File: src/include/fdc_settings.svh
`ifndef FDC_SETTINGS_SVH
`define FDC_SETTINGS_SVH

// drive enable hold time in 3 MHz ticks, kept short for simulation
`define FDC_MOTOR_TICKS 200

// high 12 address bits of the host window
`define FDC_WINDOW_HI 12'h5ff

// high 8 bits of the CRU address
`define FDC_CRU_BASE 8'h11

`define FDC_BUF_BYTES 256

// cycles before a testbench wait gives up
`define FDC_WAIT_LIMIT 200000

`endif
File: src/fdc_disk_pkg.sv
package fdc_disk_pkg;

   typedef logic [7:0] buf_addr_t;
   typedef logic [2:0] drive_mask_t;   // bit 0 is drive 1
   typedef logic [1:0] svc_reg_t;

   typedef enum logic [1:0] {
      IDLE,
      REQ_READ,
      REQ_WRITE,
      ACKED
   } xfer_state_e;

endpackage

File: src/fdc_bus_pkg.sv
package fdc_bus_pkg;

   // cpu numbering, bit 0 is the msb
   typedef logic [0:15] cpu_addr_t;
   typedef logic [0:7]  cpu_data_t;

   typedef logic [2:0] cru_bit_t;   // from addr bits 12 to 14
   typedef logic [2:0] win_reg_t;   // window register

endpackage

File: src/fdc_card_top.sv
`timescale 1ns/1ps

module fdc_card_top (
   input  logic                   clk,
   input  logic                   reset,
   input  logic                   clk_3mhz_en_i,
   input  fdc_bus_pkg::cpu_addr_t addr_i,
   input  fdc_bus_pkg::cpu_data_t data_i,
   input  logic                   memen_i,
   input  logic                   we_i,
   input  logic                   cruclk_i,
   output fdc_bus_pkg::cpu_data_t q_o,
   output logic                   q_select_o,
   output logic                   cruin_o,
   output logic                   cru_select_o,
   output logic                   ready_o,
   output logic                   led_o,
   input  logic                   svc_req_i,
   input  logic                   svc_we_i,
   input  logic [8:0]             svc_adr_i,
   input  logic [7:0]             svc_dat_i,
   output logic [7:0]             svc_dat_o,
   output logic                   svc_ack_o
);
   import fdc_disk_pkg::*;

   drive_mask_t drive_sel;
   drive_mask_t mounted;
   drive_mask_t wprot;
   drive_mask_t xfer_rd_set;
   drive_mask_t xfer_wr_set;
   logic        drives_on;
   logic        page_en;
   logic        wait_en;
   logic        xfer_pending;
   logic [7:0]  sector;
   buf_addr_t   host_buf_addr;
   logic        host_buf_we;
   logic [7:0]  host_buf_wdata;
   logic        host_buf_active;
   logic [7:0]  host_buf_rdata;
   logic        svc_buf_req;
   logic        svc_buf_we;
   buf_addr_t   svc_buf_addr;
   logic [7:0]  svc_buf_wdata;
   logic        svc_buf_grant;
   logic [7:0]  svc_buf_rdata;

   cru_control u_cru (
      .clk            (clk),
      .reset          (reset),
      .clk_3mhz_en_i  (clk_3mhz_en_i),
      .addr_i         (addr_i),
      .cruclk_i       (cruclk_i),
      .xfer_pending_i (xfer_pending),
      .cruin_o        (cruin_o),
      .cru_select_o   (cru_select_o),
      .page_en_o      (page_en),
      .wait_en_o      (wait_en),
      .drives_on_o    (drives_on),
      .drive_sel_o    (drive_sel),
      .side_o         ()   // read back over CRU only
   );

   disk_service_port u_svc (
      .clk             (clk),
      .reset           (reset),
      .svc_req_i       (svc_req_i),
      .svc_we_i        (svc_we_i),
      .svc_adr_i       (svc_adr_i),
      .svc_dat_i       (svc_dat_i),
      .xfer_rd_set_i   (xfer_rd_set),
      .xfer_wr_set_i   (xfer_wr_set),
      .sector_i        (sector),
      .svc_buf_grant_i (svc_buf_grant),
      .svc_buf_rdata_i (svc_buf_rdata),
      .svc_dat_o       (svc_dat_o),
      .svc_ack_o       (svc_ack_o),
      .mounted_o       (mounted),
      .wprot_o         (wprot),
      .xfer_pending_o  (xfer_pending),
      .svc_buf_req_o   (svc_buf_req),
      .svc_buf_we_o    (svc_buf_we),
      .svc_buf_addr_o  (svc_buf_addr),
      .svc_buf_wdata_o (svc_buf_wdata)
   );

   sector_buffer u_buf (
      .clk           (clk),
      .host_addr_i   (host_buf_addr),
      .host_we_i     (host_buf_we),
      .host_wdata_i  (host_buf_wdata),
      .host_active_i (host_buf_active),
      .svc_req_i     (svc_buf_req),
      .svc_we_i      (svc_buf_we),
      .svc_addr_i    (svc_buf_addr),
      .svc_wdata_i   (svc_buf_wdata),
      .host_rdata_o  (host_buf_rdata),
      .svc_grant_o   (svc_buf_grant),
      .svc_rdata_o   (svc_buf_rdata)
   );

   host_window u_win (
      .clk               (clk),
      .reset             (reset),
      .addr_i            (addr_i),
      .data_i            (data_i),
      .memen_i           (memen_i),
      .we_i              (we_i),
      .page_en_i         (page_en),
      .wait_en_i         (wait_en),
      .drives_on_i       (drives_on),
      .drive_sel_i       (drive_sel),
      .mounted_i         (mounted),
      .wprot_i           (wprot),
      .xfer_pending_i    (xfer_pending),
      .host_rdata_i      (host_buf_rdata),
      .q_o               (q_o),
      .q_select_o        (q_select_o),
      .ready_o           (ready_o),
      .led_o             (led_o),
      .xfer_rd_set_o     (xfer_rd_set),
      .xfer_wr_set_o     (xfer_wr_set),
      .sector_o          (sector),
      .host_buf_addr_o   (host_buf_addr),
      .host_buf_we_o     (host_buf_we),
      .host_buf_wdata_o  (host_buf_wdata),
      .host_buf_active_o (host_buf_active)
   );

endmodule

File: src/host_window.sv
`timescale 1ns/1ps
`include "fdc_settings.svh"

module host_window (
   input  logic                      clk,
   input  logic                      reset,
   input  fdc_bus_pkg::cpu_addr_t    addr_i,
   input  fdc_bus_pkg::cpu_data_t    data_i,
   input  logic                      memen_i,
   input  logic                      we_i,
   input  logic                      page_en_i,
   input  logic                      wait_en_i,
   input  logic                      drives_on_i,
   input  fdc_disk_pkg::drive_mask_t drive_sel_i,
   input  fdc_disk_pkg::drive_mask_t mounted_i,
   input  fdc_disk_pkg::drive_mask_t wprot_i,
   input  logic                      xfer_pending_i,
   input  logic [7:0]                host_rdata_i,
   output fdc_bus_pkg::cpu_data_t    q_o,
   output logic                      q_select_o,
   output logic                      ready_o,
   output logic                      led_o,
   output fdc_disk_pkg::drive_mask_t xfer_rd_set_o,
   output fdc_disk_pkg::drive_mask_t xfer_wr_set_o,
   output logic [7:0]                sector_o,
   output fdc_disk_pkg::buf_addr_t   host_buf_addr_o,
   output logic                      host_buf_we_o,
   output logic [7:0]                host_buf_wdata_o,
   output logic                      host_buf_active_o
);
   import fdc_bus_pkg::*;
   import fdc_disk_pkg::*;

   win_reg_t   reg_idx;
   cpu_data_t  wdata;
   cpu_data_t  reg_val;
   logic [7:0] status_b;
   logic       acc;
   logic       data_acc;
   logic       wr_stb;
   logic       no_drive;
   logic       sel_wp;
   logic       memen_q;
   logic       data_acc_q;
   logic [7:0] cmd_q;
   logic       err_wp_q;
   logic       err_nm_q;
   buf_addr_t  data_pos_q;

   assign q_select_o = page_en_i && (addr_i[0:11] == `FDC_WINDOW_HI);
   assign led_o      = page_en_i;
   assign reg_idx    = addr_i[12:14];
   assign acc        = q_select_o && memen_i;
   assign data_acc   = acc && (reg_idx == 3'd2);
   assign wr_stb     = acc && we_i && !memen_q;   // first cycle only
   assign wdata      = ~data_i;                   // card inverts the bus

   assign no_drive = !drives_on_i || ((drive_sel_i & mounted_i) == '0);
   assign sel_wp   = (drive_sel_i & wprot_i) != '0;

   assign host_buf_addr_o   = data_pos_q;
   assign host_buf_we_o     = wr_stb && (reg_idx == 3'd2);
   assign host_buf_wdata_o  = wdata;
   assign host_buf_active_o = data_acc;

   // stall data accesses until the service side acks
   assign ready_o  = !(data_acc && wait_en_i && xfer_pending_i && drives_on_i);
   assign status_b = {!drives_on_i, err_wp_q, err_nm_q, 4'b0000, xfer_pending_i};

   always_comb begin
      case (reg_idx)
         3'd0: reg_val = status_b;
         3'd1: reg_val = sector_o;
         3'd2: reg_val = host_rdata_i;   // valid from second cycle
         3'd3: reg_val = cmd_q;
         default: reg_val = '0;
      endcase
   end

   assign q_o = ~reg_val;

   always_ff @(posedge clk) begin
      if (reset) begin
         memen_q       <= 1'b0;
         data_acc_q    <= 1'b0;
         sector_o      <= '0;
         cmd_q         <= '0;
         err_wp_q      <= 1'b0;
         err_nm_q      <= 1'b0;
         data_pos_q    <= '0;
         xfer_rd_set_o <= '0;
         xfer_wr_set_o <= '0;
      end else begin
         memen_q       <= memen_i;
         data_acc_q    <= data_acc;
         xfer_rd_set_o <= '0;
         xfer_wr_set_o <= '0;
         if (data_acc_q && !memen_i) begin
            data_pos_q <= data_pos_q + 1'b1;   // wraps at 256
         end
         if (wr_stb) begin
            case (reg_idx)
               3'd1: sector_o <= wdata;
               3'd3: begin
                  cmd_q      <= wdata;
                  data_pos_q <= '0;
                  if (wdata == 8'd1 || wdata == 8'd2) begin
                     err_nm_q <= no_drive;
                     err_wp_q <= (wdata == 8'd2) && !no_drive && sel_wp;
                     if (!no_drive && wdata == 8'd1) begin
                        xfer_rd_set_o <= drive_sel_i;
                     end
                     if (!no_drive && !sel_wp && wdata == 8'd2) begin
                        xfer_wr_set_o <= drive_sel_i;
                     end
                  end
               end
               default: ;
            endcase
         end
      end
   end

endmodule

File: src/disk_service_port.sv
`timescale 1ns/1ps

module disk_service_port (
   input  logic                      clk,
   input  logic                      reset,
   input  logic                      svc_req_i,
   input  logic                      svc_we_i,
   input  logic [8:0]                svc_adr_i,
   input  logic [7:0]                svc_dat_i,
   input  fdc_disk_pkg::drive_mask_t xfer_rd_set_i,
   input  fdc_disk_pkg::drive_mask_t xfer_wr_set_i,
   input  logic [7:0]                sector_i,
   input  logic                      svc_buf_grant_i,
   input  logic [7:0]                svc_buf_rdata_i,
   output logic [7:0]                svc_dat_o,
   output logic                      svc_ack_o,
   output fdc_disk_pkg::drive_mask_t mounted_o,
   output fdc_disk_pkg::drive_mask_t wprot_o,
   output logic                      xfer_pending_o,
   output logic                      svc_buf_req_o,
   output logic                      svc_buf_we_o,
   output fdc_disk_pkg::buf_addr_t   svc_buf_addr_o,
   output logic [7:0]                svc_buf_wdata_o
);
   import fdc_disk_pkg::*;

   svc_reg_t    reg_idx;
   logic        start;
   logic        step;
   logic        reg_wr;
   logic        ack_rise;
   logic        busy_q;
   logic        ack_bit_q;
   drive_mask_t rd_mask_q;
   drive_mask_t wr_mask_q;
   logic [7:0]  reg_rdata;
   logic [7:0]  dat_q;
   xfer_state_e state_q;

   assign reg_idx  = svc_adr_i[1:0];
   assign start    = svc_req_i && !busy_q && !svc_ack_o;
   assign step     = start && (svc_adr_i[8] || svc_buf_grant_i);   // buffer waits for grant
   assign reg_wr   = step && svc_adr_i[8] && svc_we_i;
   assign ack_rise = reg_wr && (reg_idx == 2'd2) && svc_dat_i[0] && !ack_bit_q;

   assign svc_buf_req_o   = start && !svc_adr_i[8];
   assign svc_buf_we_o    = svc_we_i;
   assign svc_buf_addr_o  = svc_adr_i[7:0];
   assign svc_buf_wdata_o = svc_dat_i;
   assign svc_dat_o       = dat_q;
   assign xfer_pending_o  = (state_q == REQ_READ) || (state_q == REQ_WRITE);

   // four-phase handshake, ack two cycles after the access starts
   always_ff @(posedge clk) begin
      if (reset) begin
         busy_q    <= 1'b0;
         svc_ack_o <= 1'b0;
      end else begin
         busy_q <= step;
         if (busy_q) begin
            svc_ack_o <= 1'b1;
         end else if (!svc_req_i) begin
            svc_ack_o <= 1'b0;
         end
      end
   end

   always_ff @(posedge clk) begin
      if (busy_q) begin
         dat_q <= svc_adr_i[8] ? reg_rdata : svc_buf_rdata_i;
      end
   end

   always_comb begin
      case (reg_idx)
         2'd0: reg_rdata = {1'b0, mounted_o, 1'b0, wprot_o};
         2'd1: reg_rdata = {1'b0, rd_mask_q, 1'b0, wr_mask_q};
         2'd2: reg_rdata = {7'd0, ack_bit_q};
         default: reg_rdata = sector_i;
      endcase
   end

   always_ff @(posedge clk) begin
      if (reset) begin
         mounted_o <= '0;
         wprot_o   <= '0;
         ack_bit_q <= 1'b0;
      end else if (reg_wr) begin
         if (reg_idx == 2'd0) begin
            mounted_o <= svc_dat_i[6:4];
            wprot_o   <= svc_dat_i[2:0];
         end
         if (reg_idx == 2'd2) begin
            ack_bit_q <= svc_dat_i[0];
         end
      end
   end

   always_ff @(posedge clk) begin
      if (reset) begin
         state_q   <= IDLE;
         rd_mask_q <= '0;
         wr_mask_q <= '0;
      end else begin
         case (state_q)
            IDLE: begin
               if (xfer_rd_set_i != '0) begin
                  rd_mask_q <= xfer_rd_set_i;
                  state_q   <= REQ_READ;
               end else if (xfer_wr_set_i != '0) begin
                  wr_mask_q <= xfer_wr_set_i;
                  state_q   <= REQ_WRITE;
               end
            end
            REQ_READ, REQ_WRITE: begin
               if (ack_rise) begin
                  rd_mask_q <= '0;
                  wr_mask_q <= '0;
                  state_q   <= ACKED;
               end
            end
            default: begin
               if (!ack_bit_q) begin   // wait for ack written back to zero
                  state_q <= IDLE;
               end
            end
         endcase
      end
   end

endmodule

File: src/sector_buffer.sv
`timescale 1ns/1ps
`include "fdc_settings.svh"

module sector_buffer (
   input  logic                    clk,
   input  fdc_disk_pkg::buf_addr_t host_addr_i,
   input  logic                    host_we_i,
   input  logic [7:0]              host_wdata_i,
   input  logic                    host_active_i,
   input  logic                    svc_req_i,
   input  logic                    svc_we_i,
   input  fdc_disk_pkg::buf_addr_t svc_addr_i,
   input  logic [7:0]              svc_wdata_i,
   output logic [7:0]              host_rdata_o,
   output logic                    svc_grant_o,
   output logic [7:0]              svc_rdata_o
);
   import fdc_disk_pkg::*;

   logic [7:0] mem_q [0:`FDC_BUF_BYTES-1];
   logic [7:0] rd_q;
   buf_addr_t  port_addr;

   // host owns the port for a whole data access
   assign svc_grant_o = svc_req_i && !host_active_i;
   assign port_addr   = svc_grant_o ? svc_addr_i : host_addr_i;

   always_ff @(posedge clk) begin
      if (svc_grant_o && svc_we_i) begin
         mem_q[port_addr] <= svc_wdata_i;
      end else if (host_we_i) begin
         mem_q[port_addr] <= host_wdata_i;
      end
      rd_q <= mem_q[port_addr];   // read-before-write
   end

   // one read register, whoever held the port last cycle
   assign host_rdata_o = rd_q;
   assign svc_rdata_o  = rd_q;

endmodule

File: src/cru_control.sv
`timescale 1ns/1ps
`include "fdc_settings.svh"

module cru_control (
   input  logic                      clk,
   input  logic                      reset,
   input  logic                      clk_3mhz_en_i,
   input  fdc_bus_pkg::cpu_addr_t    addr_i,
   input  logic                      cruclk_i,
   input  logic                      xfer_pending_i,
   output logic                      cruin_o,
   output logic                      cru_select_o,
   output logic                      page_en_o,
   output logic                      wait_en_o,
   output logic                      drives_on_o,
   output fdc_disk_pkg::drive_mask_t drive_sel_o,
   output logic                      side_o
);
   import fdc_bus_pkg::*;

   localparam int CNT_W = $clog2(`FDC_MOTOR_TICKS);

   cru_bit_t         bit_idx;
   logic [7:0]       cru_q;         // page, kick, wait, hld, ds1, ds2, ds3, side
   logic             kick_prev_q;
   logic [CNT_W-1:0] ena_count_q;

   assign bit_idx      = addr_i[12:14];
   assign cru_select_o = (addr_i[0:7] == `FDC_CRU_BASE);

   assign page_en_o   = cru_q[0];
   assign wait_en_o   = cru_q[2];
   assign side_o      = cru_q[7];
   assign drive_sel_o = cru_q[6:4] & {3{drives_on_o}};   // selects only count while enabled

   always_ff @(posedge clk) begin
      if (reset) begin
         cru_q <= '0;
      end else if (cruclk_i && cru_select_o) begin
         cru_q[bit_idx] <= addr_i[15];   // bit 15 carries the value
      end
   end

   // motor one-shot, retriggered by every rising kick
   always_ff @(posedge clk) begin
      if (reset) begin
         kick_prev_q <= 1'b0;
         drives_on_o <= 1'b0;
         ena_count_q <= '0;
      end else begin
         kick_prev_q <= cru_q[1];
         if (cru_q[1] && !kick_prev_q) begin
            drives_on_o <= 1'b1;
            ena_count_q <= CNT_W'(`FDC_MOTOR_TICKS - 1);
         end else if (drives_on_o && clk_3mhz_en_i) begin
            if (ena_count_q != '0) begin
               ena_count_q <= ena_count_q - 1'b1;
            end else begin
               drives_on_o <= 1'b0;
            end
         end
      end
   end

   always_comb begin
      case (bit_idx)
         3'd0: cruin_o = xfer_pending_i;
         3'd1: cruin_o = drive_sel_o[0];
         3'd2: cruin_o = drive_sel_o[1];
         3'd3: cruin_o = drive_sel_o[2];
         3'd4: cruin_o = !drives_on_o;
         3'd5: cruin_o = 1'b0;
         3'd6: cruin_o = 1'b1;
         default: cruin_o = side_o;
      endcase
   end

endmodule

File: config.mk
export PLATFORM = sky130hd
export DESIGN_NAME = fdc_card_top
export DESIGN_NICKNAME = d
export VERILOG_FILES = /design/src/fdc_disk_pkg.sv /design/src/fdc_bus_pkg.sv /design/src/fdc_card_top.sv /design/src/host_window.sv /design/src/disk_service_port.sv /design/src/sector_buffer.sv /design/src/cru_control.sv
export VERILOG_INCLUDE_DIRS = /design/src /design/src/include
export SDC_FILE = /design/constraint.sdc
export NUM_CORES = 2
export LEC_CHECK = 0
export ABC_AREA = 1
export BUFFER_PORTS_ARGS = -buffer_cell sky130_fd_sc_hd__buf_2
export CORE_MARGIN = 1.5
export CORE_UTILIZATION = 57
export CTS_CLUSTER_SIZE = 24
export DETAILED_ROUTE_END_ITERATION = 12
export PLACE_DENSITY_LB_ADDON = 0.05
export SETUP_SLACK_MARGIN = 0.2
export SLEW_MARGIN = 25
export SYNTH_ARGS = -nofsm -noshare
export SYNTH_HDL_FRONTEND = slang
export SYNTH_SLANG_ARGS = --single-unit
File: constraint.sdc
create_clock -name clk -period 12.6 [get_ports clk]
set_clock_uncertainty 0.2 [all_clocks]
set_input_delay 0 -clock clk [delete_from_list [all_inputs] [get_ports clk]]
set_output_delay 0 -clock clk [all_outputs]
set_load 0.1 [all_outputs]
Word-level counts from Yosys, hierarchy flattened
Memories as Yosys holds them, arrays and structs flattened. A register that Yosys moved wholly into a read port is not among the register bits.
Cells that the tools add are included.

word-level totals
  register bits = 77
  RAM bits = 2048
  bits of input ports = 49
  output and inout bits = 22
  word-level logic and storage cells = 169
  memories = 1

memory list
  name         words  bits a word  rd ports  clocked after memory_dff  write ports  RTL line             source
  u_buf.mem_q  256    8            1         1                         1            sector_buffer.sv:20  logic [7:0] mem_q [0:`FDC_BUF_BYTES-1];

operators by class
  add/subtract/negate cells = 2
  magnitude comparators = 2
  equality and inequality tests = 22
  mux-type cells = 36
  bitwise gates (word level) = 11
  reductions and logical operators = 72

operator list
  operator                count
  $mux W8                 9
  $pmux W8 S4             1
  $logic_and A1 B1 Y1     30
  $pmux W8 S3             1
  $not A8 Y8              2
  $reduce_and A2 Y1       7
  $eq A12 B11 Y1 const B  1
  $logic_not A1 Y1        12
  $mux W3                 4
  $pmux W3 S2             2
  $mux W1                 11
  $ne A2 B1 Y1 const B    5
  $reduce_or A5 Y1        2
  $and A3 B3 Y3           3
  $eq A3 B3 Y1 const B    3
  $reduce_and A3 Y1       3
  $reduce_bool A3 Y1      3
  $add A8 B1 Y8 const B   1
  $bwmux W8               1
  $eq A8 B1 Y1 const B    1
  $eq A8 B2 Y1 const B    1
  $eq A8 B5 Y1 const B    1
  $mux W2                 4
  $reduce_bool A8 Y1      1
  other kinds (21)        36

Depth between registers and ports, before layout
  depth in word-level cells = 15
  depth in mapped cells = 24
  depth with buffers taken out = 21

Modules after synthesis
A second synthesis with hierarchy kept.

second synthesis, totals
  cell total of the unflattened synthesis = 9018
  area, all modules = 90729.5 um^2

by module, submodules not included
  module             times used  cells an instance  area an instance (um^2)  sequential area each (um^2)
  sector_buffer      1           8395               86531.7                  61659.1
  host_window        1           275                1781.7                   680.7
  disk_service_port  1           185                1391.3                   580.6
  cru_control        1           163                1024.7                   340.3

Least setup slack after synthesis
No wires, ideal clock.

  path kind = reg2reg
  start = register u_cru.cru_q[0]
  end = memory u_buf.mem_q[0][0] (data pin)
  library setup time = 2.188 ns
  arrival time = 11.580 ns
  required time = 10.212 ns
  path slack = -1.368 ns
  stages on the path, launching flop included = 6
  buffers on the path = 1
  period minus slack after synthesis = 13.968 ns
  cell sequence = dfxtp_1 -> nand2_1 -> nor3_1 -> nand3_1 -> clkbuf_1 -> o21ai_0

between the ends
  cells in the longest elaborated chain, start to end = 9
  elaborated cells between the ends (all ways) = 13
  those cells by class = mux: 4; reduce/logical: 9

ends and longest elaborated chain
  what                                                            RTL line                                  source
  from (decl)                                                     cru_control.sv:24                         logic [7:0] cru_q;
  from (signal, indexed assignment)                               cru_control.sv:40                         cru_q[bit_idx] <= addr_i[15];
  $logic_and A1 B1 Y1 (*)                                         host_window.sv:50                         assign q_select_o = page_en_i && (addr_i[0:11] == `FDC_WINDOW_HI);
  $logic_and A1 B1 Y1 (*)                                         host_window.sv:53                         assign acc = q_select_o && memen_i;
  $logic_and A1 B1 Y1, on equally long branches                   host_window.sv:55, host_window.sv:54
  $logic_and A1 B1 Y1 / $logic_not A1 Y1 (equally long branches)  host_window.sv:55, sector_buffer.sv:25
  $logic_and A1 B1 Y1, on equally long branches                   host_window.sv:62, sector_buffer.sv:25
  $mux W1 / $logic_and A1 B1 Y1 (equally long branches)           sector_buffer.sv:31, sector_buffer.sv:29
  $mux W1 (*)                                                     sector_buffer.sv:29                       if (svc_grant_o && svc_we_i) begin
  $mux W1 (not written as such) (*)                               sector_buffer.sv:32                       mem_q[port_addr] <= host_wdata_i;
  $mux W8 (no source line) (*)                                    --
  to (decl)                                                       sector_buffer.sv:20

Mark *: on every way between the ends. The rest lies on a longest branch, timed or not.

Worst setup path in the final report
  start = input addr_i[13]
  end = register u_buf.rd_q[5], in the netlist u_buf.host_rdata_o[5], read port of u_buf.mem_q

between the ends
  cells in the longest elaborated chain, start to end = 7

ends and longest elaborated chain
  what                             RTL line             source
  from (decl)                      fdc_card_top.sv:7    input fdc_bus_pkg::cpu_addr_t addr_i,
  $eq A12 B11 Y1 (no source line)  --
  $logic_and A1 B1 Y1              host_window.sv:50
  $logic_and A1 B1 Y1              host_window.sv:53
  $logic_and A1 B1 Y1              host_window.sv:54    assign data_acc = acc && (reg_idx == 3'd2);
  $logic_not A1 Y1                 sector_buffer.sv:25  assign svc_grant_o = svc_req_i && !host_active_i;
  $logic_and A1 B1 Y1              sector_buffer.sv:25
  $mux W8                          sector_buffer.sv:26  assign port_addr = svc_grant_o ? svc_addr_i : host_addr_i;
  to (decl)                        sector_buffer.sv:21  logic [7:0] rd_q;

Every way passes these cells.
A chain may end at the register's enable or synchronous reset.

==> impl_metrics.prom <==
# TYPE chip_impl_metric gauge
chip_impl_metric{name="holdPathStages",unit=""} 4
chip_impl_metric{name="cellPowerDensity",unit="nW/um2"} 149
chip_impl_metric{name="synth.net_count",unit=""} 9029
chip_impl_metric{name="fp.coreArea",unit="um2"} 157000
chip_impl_info{name="synth_most_common_cell",value="nand2_1"} 1
chip_impl_metric{name="max-vdd-ir-drop",unit="mV"} 0.131
chip_impl_info{name="hold_path.class",value="input pin to flip-flop"} 1
chip_impl_metric{name="synth_cells",unit=""} 8975
chip_impl_metric{name="grt_pass1_vias",unit=""} 59500
chip_impl_metric{name="insertedDiodeCount",unit=""} 0
chip_impl_metric{name="antenna_violations_before_repair",unit=""} 3
chip_impl_info{name="path_class",value="input pin to flip-flop"} 1
chip_impl_metric{name="gp_congestion",unit=""} 0.894
chip_impl_metric{name="die_area",unit="um2"} 161000
chip_impl_metric{name="sequential_cell_area",unit="um2"} 63300
chip_impl_metric{name="multiplexer_fraction_of_the_synthesized_cell_area",unit="%"} 0
chip_impl_metric{name="clock_tree.buffer_depth",unit=""} 3
chip_impl_metric{name="fin_crit",unit="ns"} 7.49
chip_impl_metric{name="cts.clk_slew.worst_paths",unit="ns"} 0.06
chip_impl_info{name="start_kind",value="input pin"} 1
chip_impl_metric{name="cts-htree-levels",unit=""} 4
chip_impl_info{name="critical_path.reg2reg.startpoint",value="u_cru.cru_q[0]$_SDFFE_PP0P_"} 1
chip_impl_info{name="dominant_combinational_cell_family_by_area_after_synthesis",value="simple AND/OR/NAND/NOR gates"} 1
chip_impl_metric{name="placement_rows",unit=""} 145
chip_impl_metric{name="final_hold_viol_count",unit=""} 0
chip_impl_metric{name="tightestPinTransition",unit="ns"} 1.17
chip_impl_metric{name="cts_resized",unit=""} 0
chip_impl_metric{name="route.vias.total",unit=""} 63000
chip_impl_metric{name="proportion_of_netlist_area_held_by_the_largest_area_contributor",unit="%"} 68.4
chip_impl_metric{name="cap_viol_max_count",unit=""} 0
chip_impl_info{name="hold_path_end",value="u_buf.mem_q[133][3]$_DFFE_PP_"} 1
chip_impl_metric{name="post-route-period-util",unit="%"} 59.5
chip_impl_metric{name="area_taken_by_multi_input_logic_gates",unit="um2"} 24800
chip_impl_metric{name="number_of_enable_flip_flop_cells_after_synthesis",unit=""} 2056
chip_impl_metric{name="timing.slew.headroom",unit="%"} 21.9
chip_impl_metric{name="setup_viol",unit=""} 0
chip_impl_info{name="synth.top_cells.by_area",value="edfxtp_1 (68%), nand2_1 (22%), nand3_1 (1.9%), nor2_1 (1.7%), dfxtp_1 (1.7%)"} 1
chip_impl_metric{name="clk-insertion-delay-late",unit="ns"} 0.84
chip_impl_info{name="cts_tree",value="built"} 1
chip_impl_metric{name="drc_errors",unit=""} 0
chip_impl_metric{name="gr-total-overflow",unit=""} 0
chip_impl_metric{name="cts_sinks",unit=""} 2132
chip_impl_metric{name="nNetsFinal",unit=""} 9030
chip_impl_metric{name="finalInstanceArea",unit="um2"} 100000
chip_impl_info{name="status",value="complete, no violations"} 1
chip_impl_info{name="ys_top_cells_by_count",value="nand2_1 (5,191), edfxtp_1 (2,056), nor2_1 (406)"} 1
chip_impl_metric{name="critPathArrivalTime",unit="ns"} 8.07
chip_impl_metric{name="cts_inserted_buffers",unit=""} 215
chip_impl_metric{name="post_route_cells_drive_above_1_share",unit="%"} 5.63
chip_impl_metric{name="grt_max_degree",unit=""} 202
chip_impl_metric{name="postCtsSetupRepairBufs",unit=""} 0
chip_impl_info{name="critical_path.startpoint",value="addr_i[13]"} 1
chip_impl_metric{name="slew_viol_final",unit=""} 0
chip_impl_metric{name="detail_route.wl_per_cell",unit="um"} 22.1
chip_impl_info{name="grt_setup_unrepaired",value="no"} 1
chip_impl_metric{name="dp_cells",unit=""} 10700
chip_impl_metric{name="filler_cell_count",unit=""} 12500
chip_impl_metric{name="postSynthRegisterBits",unit=""} 2132
chip_impl_metric{name="floorplan.initialDensity",unit="%"} 57.6
chip_impl_info{name="end_kind",value="flip-flop"} 1
chip_impl_metric{name="power.leakage",unit="nW"} 40.3
chip_impl_info{name="hold_path_startpoint",value="svc_dat_i[3]"} 1
chip_impl_metric{name="grtUsageTotal",unit="%"} 30.6
chip_impl_metric{name="grt_pass1_wl",unit="um"} 373000
chip_impl_metric{name="design_power_total",unit="W"} 0.0149
chip_impl_info{name="ys_dominant_reg_cell",value="edfxtp_1"} 1
chip_impl_metric{name="synth_area_in_compound_gates",unit="%"} 1.56
chip_impl_info{name="synth_top_cell_by_area",value="edfxtp_1"} 1
chip_impl_metric{name="dieWidth",unit="um"} 401
chip_impl_metric{name="area_delta_synth_final",unit="%"} 10.8
chip_impl_metric{name="floorplan.io_pins",unit=""} 71
chip_impl_metric{name="yosys.area_share.adder",unit="%"} 0.0693
chip_impl_metric{name="postRouteWirelength",unit="um"} 248000
chip_impl_metric{name="portBuffers",unit=""} 70
chip_impl_metric{name="crit_required",unit="ns"} 13.18
chip_impl_metric{name="post_dp_cell_area",unit="um2"} 92200
chip_impl_metric{name="synth-async-reset-ratio",unit="%"} 0
chip_impl_metric{name="synth_cell_type_count",unit=""} 42
chip_impl_metric{name="synth-simple-area-share",unit="%"} 25.5
chip_impl_metric{name="detailed_place_hpwl",unit="um"} 133000
chip_impl_metric{name="core_utilization_of_the_finished_layout",unit="%"} 63.8
chip_impl_metric{name="ys.warnings.count",unit=""} 0
chip_impl_metric{name="drt_pre_antenna_iters",unit=""} 10
chip_impl_info{name="cts.root.buffer_cell",value="clkbuf_16"} 1
chip_impl_metric{name="detail_route.iter0.violations",unit=""} 7046
chip_impl_metric{name="finalWorstSetupSlack",unit="ns"} 5.11
chip_impl_metric{name="timing.reg2reg.worst_path_depth",unit=""} 26
chip_impl_metric{name="synth.cell_area",unit="um2"} 90300
chip_impl_metric{name="reg2reg_slack",unit="ns"} 5.12
chip_impl_metric{name="worst-path-max-fanout",unit=""} 184
chip_impl_metric{name="die_height",unit="um"} 401
chip_impl_metric{name="final_instance_count_without_filler_cells",unit=""} 11200
chip_impl_metric{name="place_ws",unit="ns"} 6.45
chip_impl_metric{name="postSynthAreaPerCell",unit="um2"} 10.1
chip_impl_metric{name="synthXorXnorAreaFrac",unit="%"} 0.0485
chip_impl_info{name="reg_to_reg_endpoint",value="u_buf.host_rdata_o[5]$_DFF_P_"} 1
chip_impl_metric{name="ant_nets",unit=""} 0
chip_impl_metric{name="synth_seq_area_share",unit="%"} 70.1
chip_impl_metric{name="maxClockFrequency",unit="GHz"} 0.133
chip_impl_metric{name="viasPerCell",unit=""} 5.61
placed cells by master, fill, tap and decap left out, drive strengths merged, types with 3 or more instances in the layout:
master,count
dfxtp,76
a221oi,10
nand2,5194
edfxtp,2056
nand3,349
o22ai,6
o31ai,3
nor4,3
nor3,21
dlygate4sd3,103
inv,104
clkinv,105
a21oi,50
nor2,412
clkinvlp,4
clkbuf,277
bufinv,11
buf,158
nand4,8
a31oi,5
o21ai,183
xor2,5
ha,5
or2,4
sequential cells by signal, indices dropped and copies added (netlist names), 2 cells and up:
register,flops
u_buf.host_rdata_o,8
u_svc.mounted_o,3
u_buf.mem_q,2048
u_win.xfer_wr_set_o,3
u_win.xfer_rd_set_o,3
u_svc.state_q,2
u_cru.ena_count_q,8
u_svc.svc_dat_o,8
u_svc.wr_mask_q,3
u_svc.wprot_o,3
u_cru.cru_q,7
u_win.cmd_q,8
u_win.host_buf_addr_o,8
u_svc.rd_mask_q,3
u_win.sector_o,8
critical path, stage by stage:
cell and delay (ns):
dlygate4sd3_1 0.54, buf_2 0.13, nor2_2 0.14, dlygate4sd3_1 0.59, nand2_1 0.07, dlygate4sd3_1 0.60, nor2_4 0.14, dlygate4sd3_1 0.58
nand3_2 0.19, nand2_2 0.36, nand2_2 0.07, buf_4 0.35, nand2_4 0.45, buf_12 0.59, buf_4 0.76, buf_4 0.78
nand2_1 0.15, nand2_1 0.12, nand2_1 0.05, nand3_1 0.10, nand2_1 0.05, nand2_1 0.08, o21ai_0 0.19, nand2_1 0.31
nor2_1 0.07, nor2_1 0.13, nor2_1 0.05, nand2_1 0.06
logic make-up after synthesis:
group,count (synthesis)
and+or+nand+nor,5993
DFF,2132
buffers and inverters,577
AOI/OAI and AO/OA,263
xor gates and xnor gates,5
adders and majority gates,5
routing by layer:
layer	track usage, %	wire (um)	up-vias
met3	4.57	21100	460
met5	0	0	-
met4	11.8	9560	0
li1	-	-	29400
met1	44.2	104000	30300
met2	47.2	114000	2771
report_power, final:
group	total (W)	switching (W)	internal, W	leakage, nW
clock	0.00612	0.00267	0.00345	3.29
sequential	0.00781	0.0000289	0.00778	19.1
combinational	0.000956	0.000734	0.000222	18.0
total	0.0149	0.00343	0.0114	40.3
per-stage QoR:
stage / TNS (ns) / hold WS [ns]
after detailed placement: 0 / 0.0813
after global placement: 0 / 0.0624
final: 0 / 0.0299
after global routing: 0 / 0.0380
after CTS: 0 / 0.00396
after floorplan: -2802.45 / -0.106
final cells by class:
cell class                 instances  area share (%)
multi-input combinational       6266            24.8
timing repair buffer             261            2.29
sequential                      2132            63.2
clock buffer                     277            5.78
clock inverter                   124           0.914
tap                             2058            2.57
inverter                         100           0.383
worst max path at each step:
stage | endpoint | slack [ns] | cells after the start
final | u_buf.host_rdata_o[5]$_DFF_P_ | 5.11 | 28
after CTS | u_buf.host_rdata_o[1]$_DFF_P_ | 5.40 | 24
after global routing | u_buf.host_rdata_o[5]$_DFF_P_ | 4.80 | 26
after detailed placement | u_buf.mem_q[32][3]$_DFFE_PP_ | 6.45 | 11
after floorplan | u_buf.mem_q[0][0]$_DFFE_PP_ | -1.37 | 5
after global placement | u_buf.mem_q[29][2]$_DFFE_PP_ | 6.30 | 10
repair_timing:
item                                    in CTS  in global routing
endpoints found under the setup margin       0                  0
hold endpoints to repair                   703                  0
hold buffers                               103                  0
(Power assumes the default switching activity.)
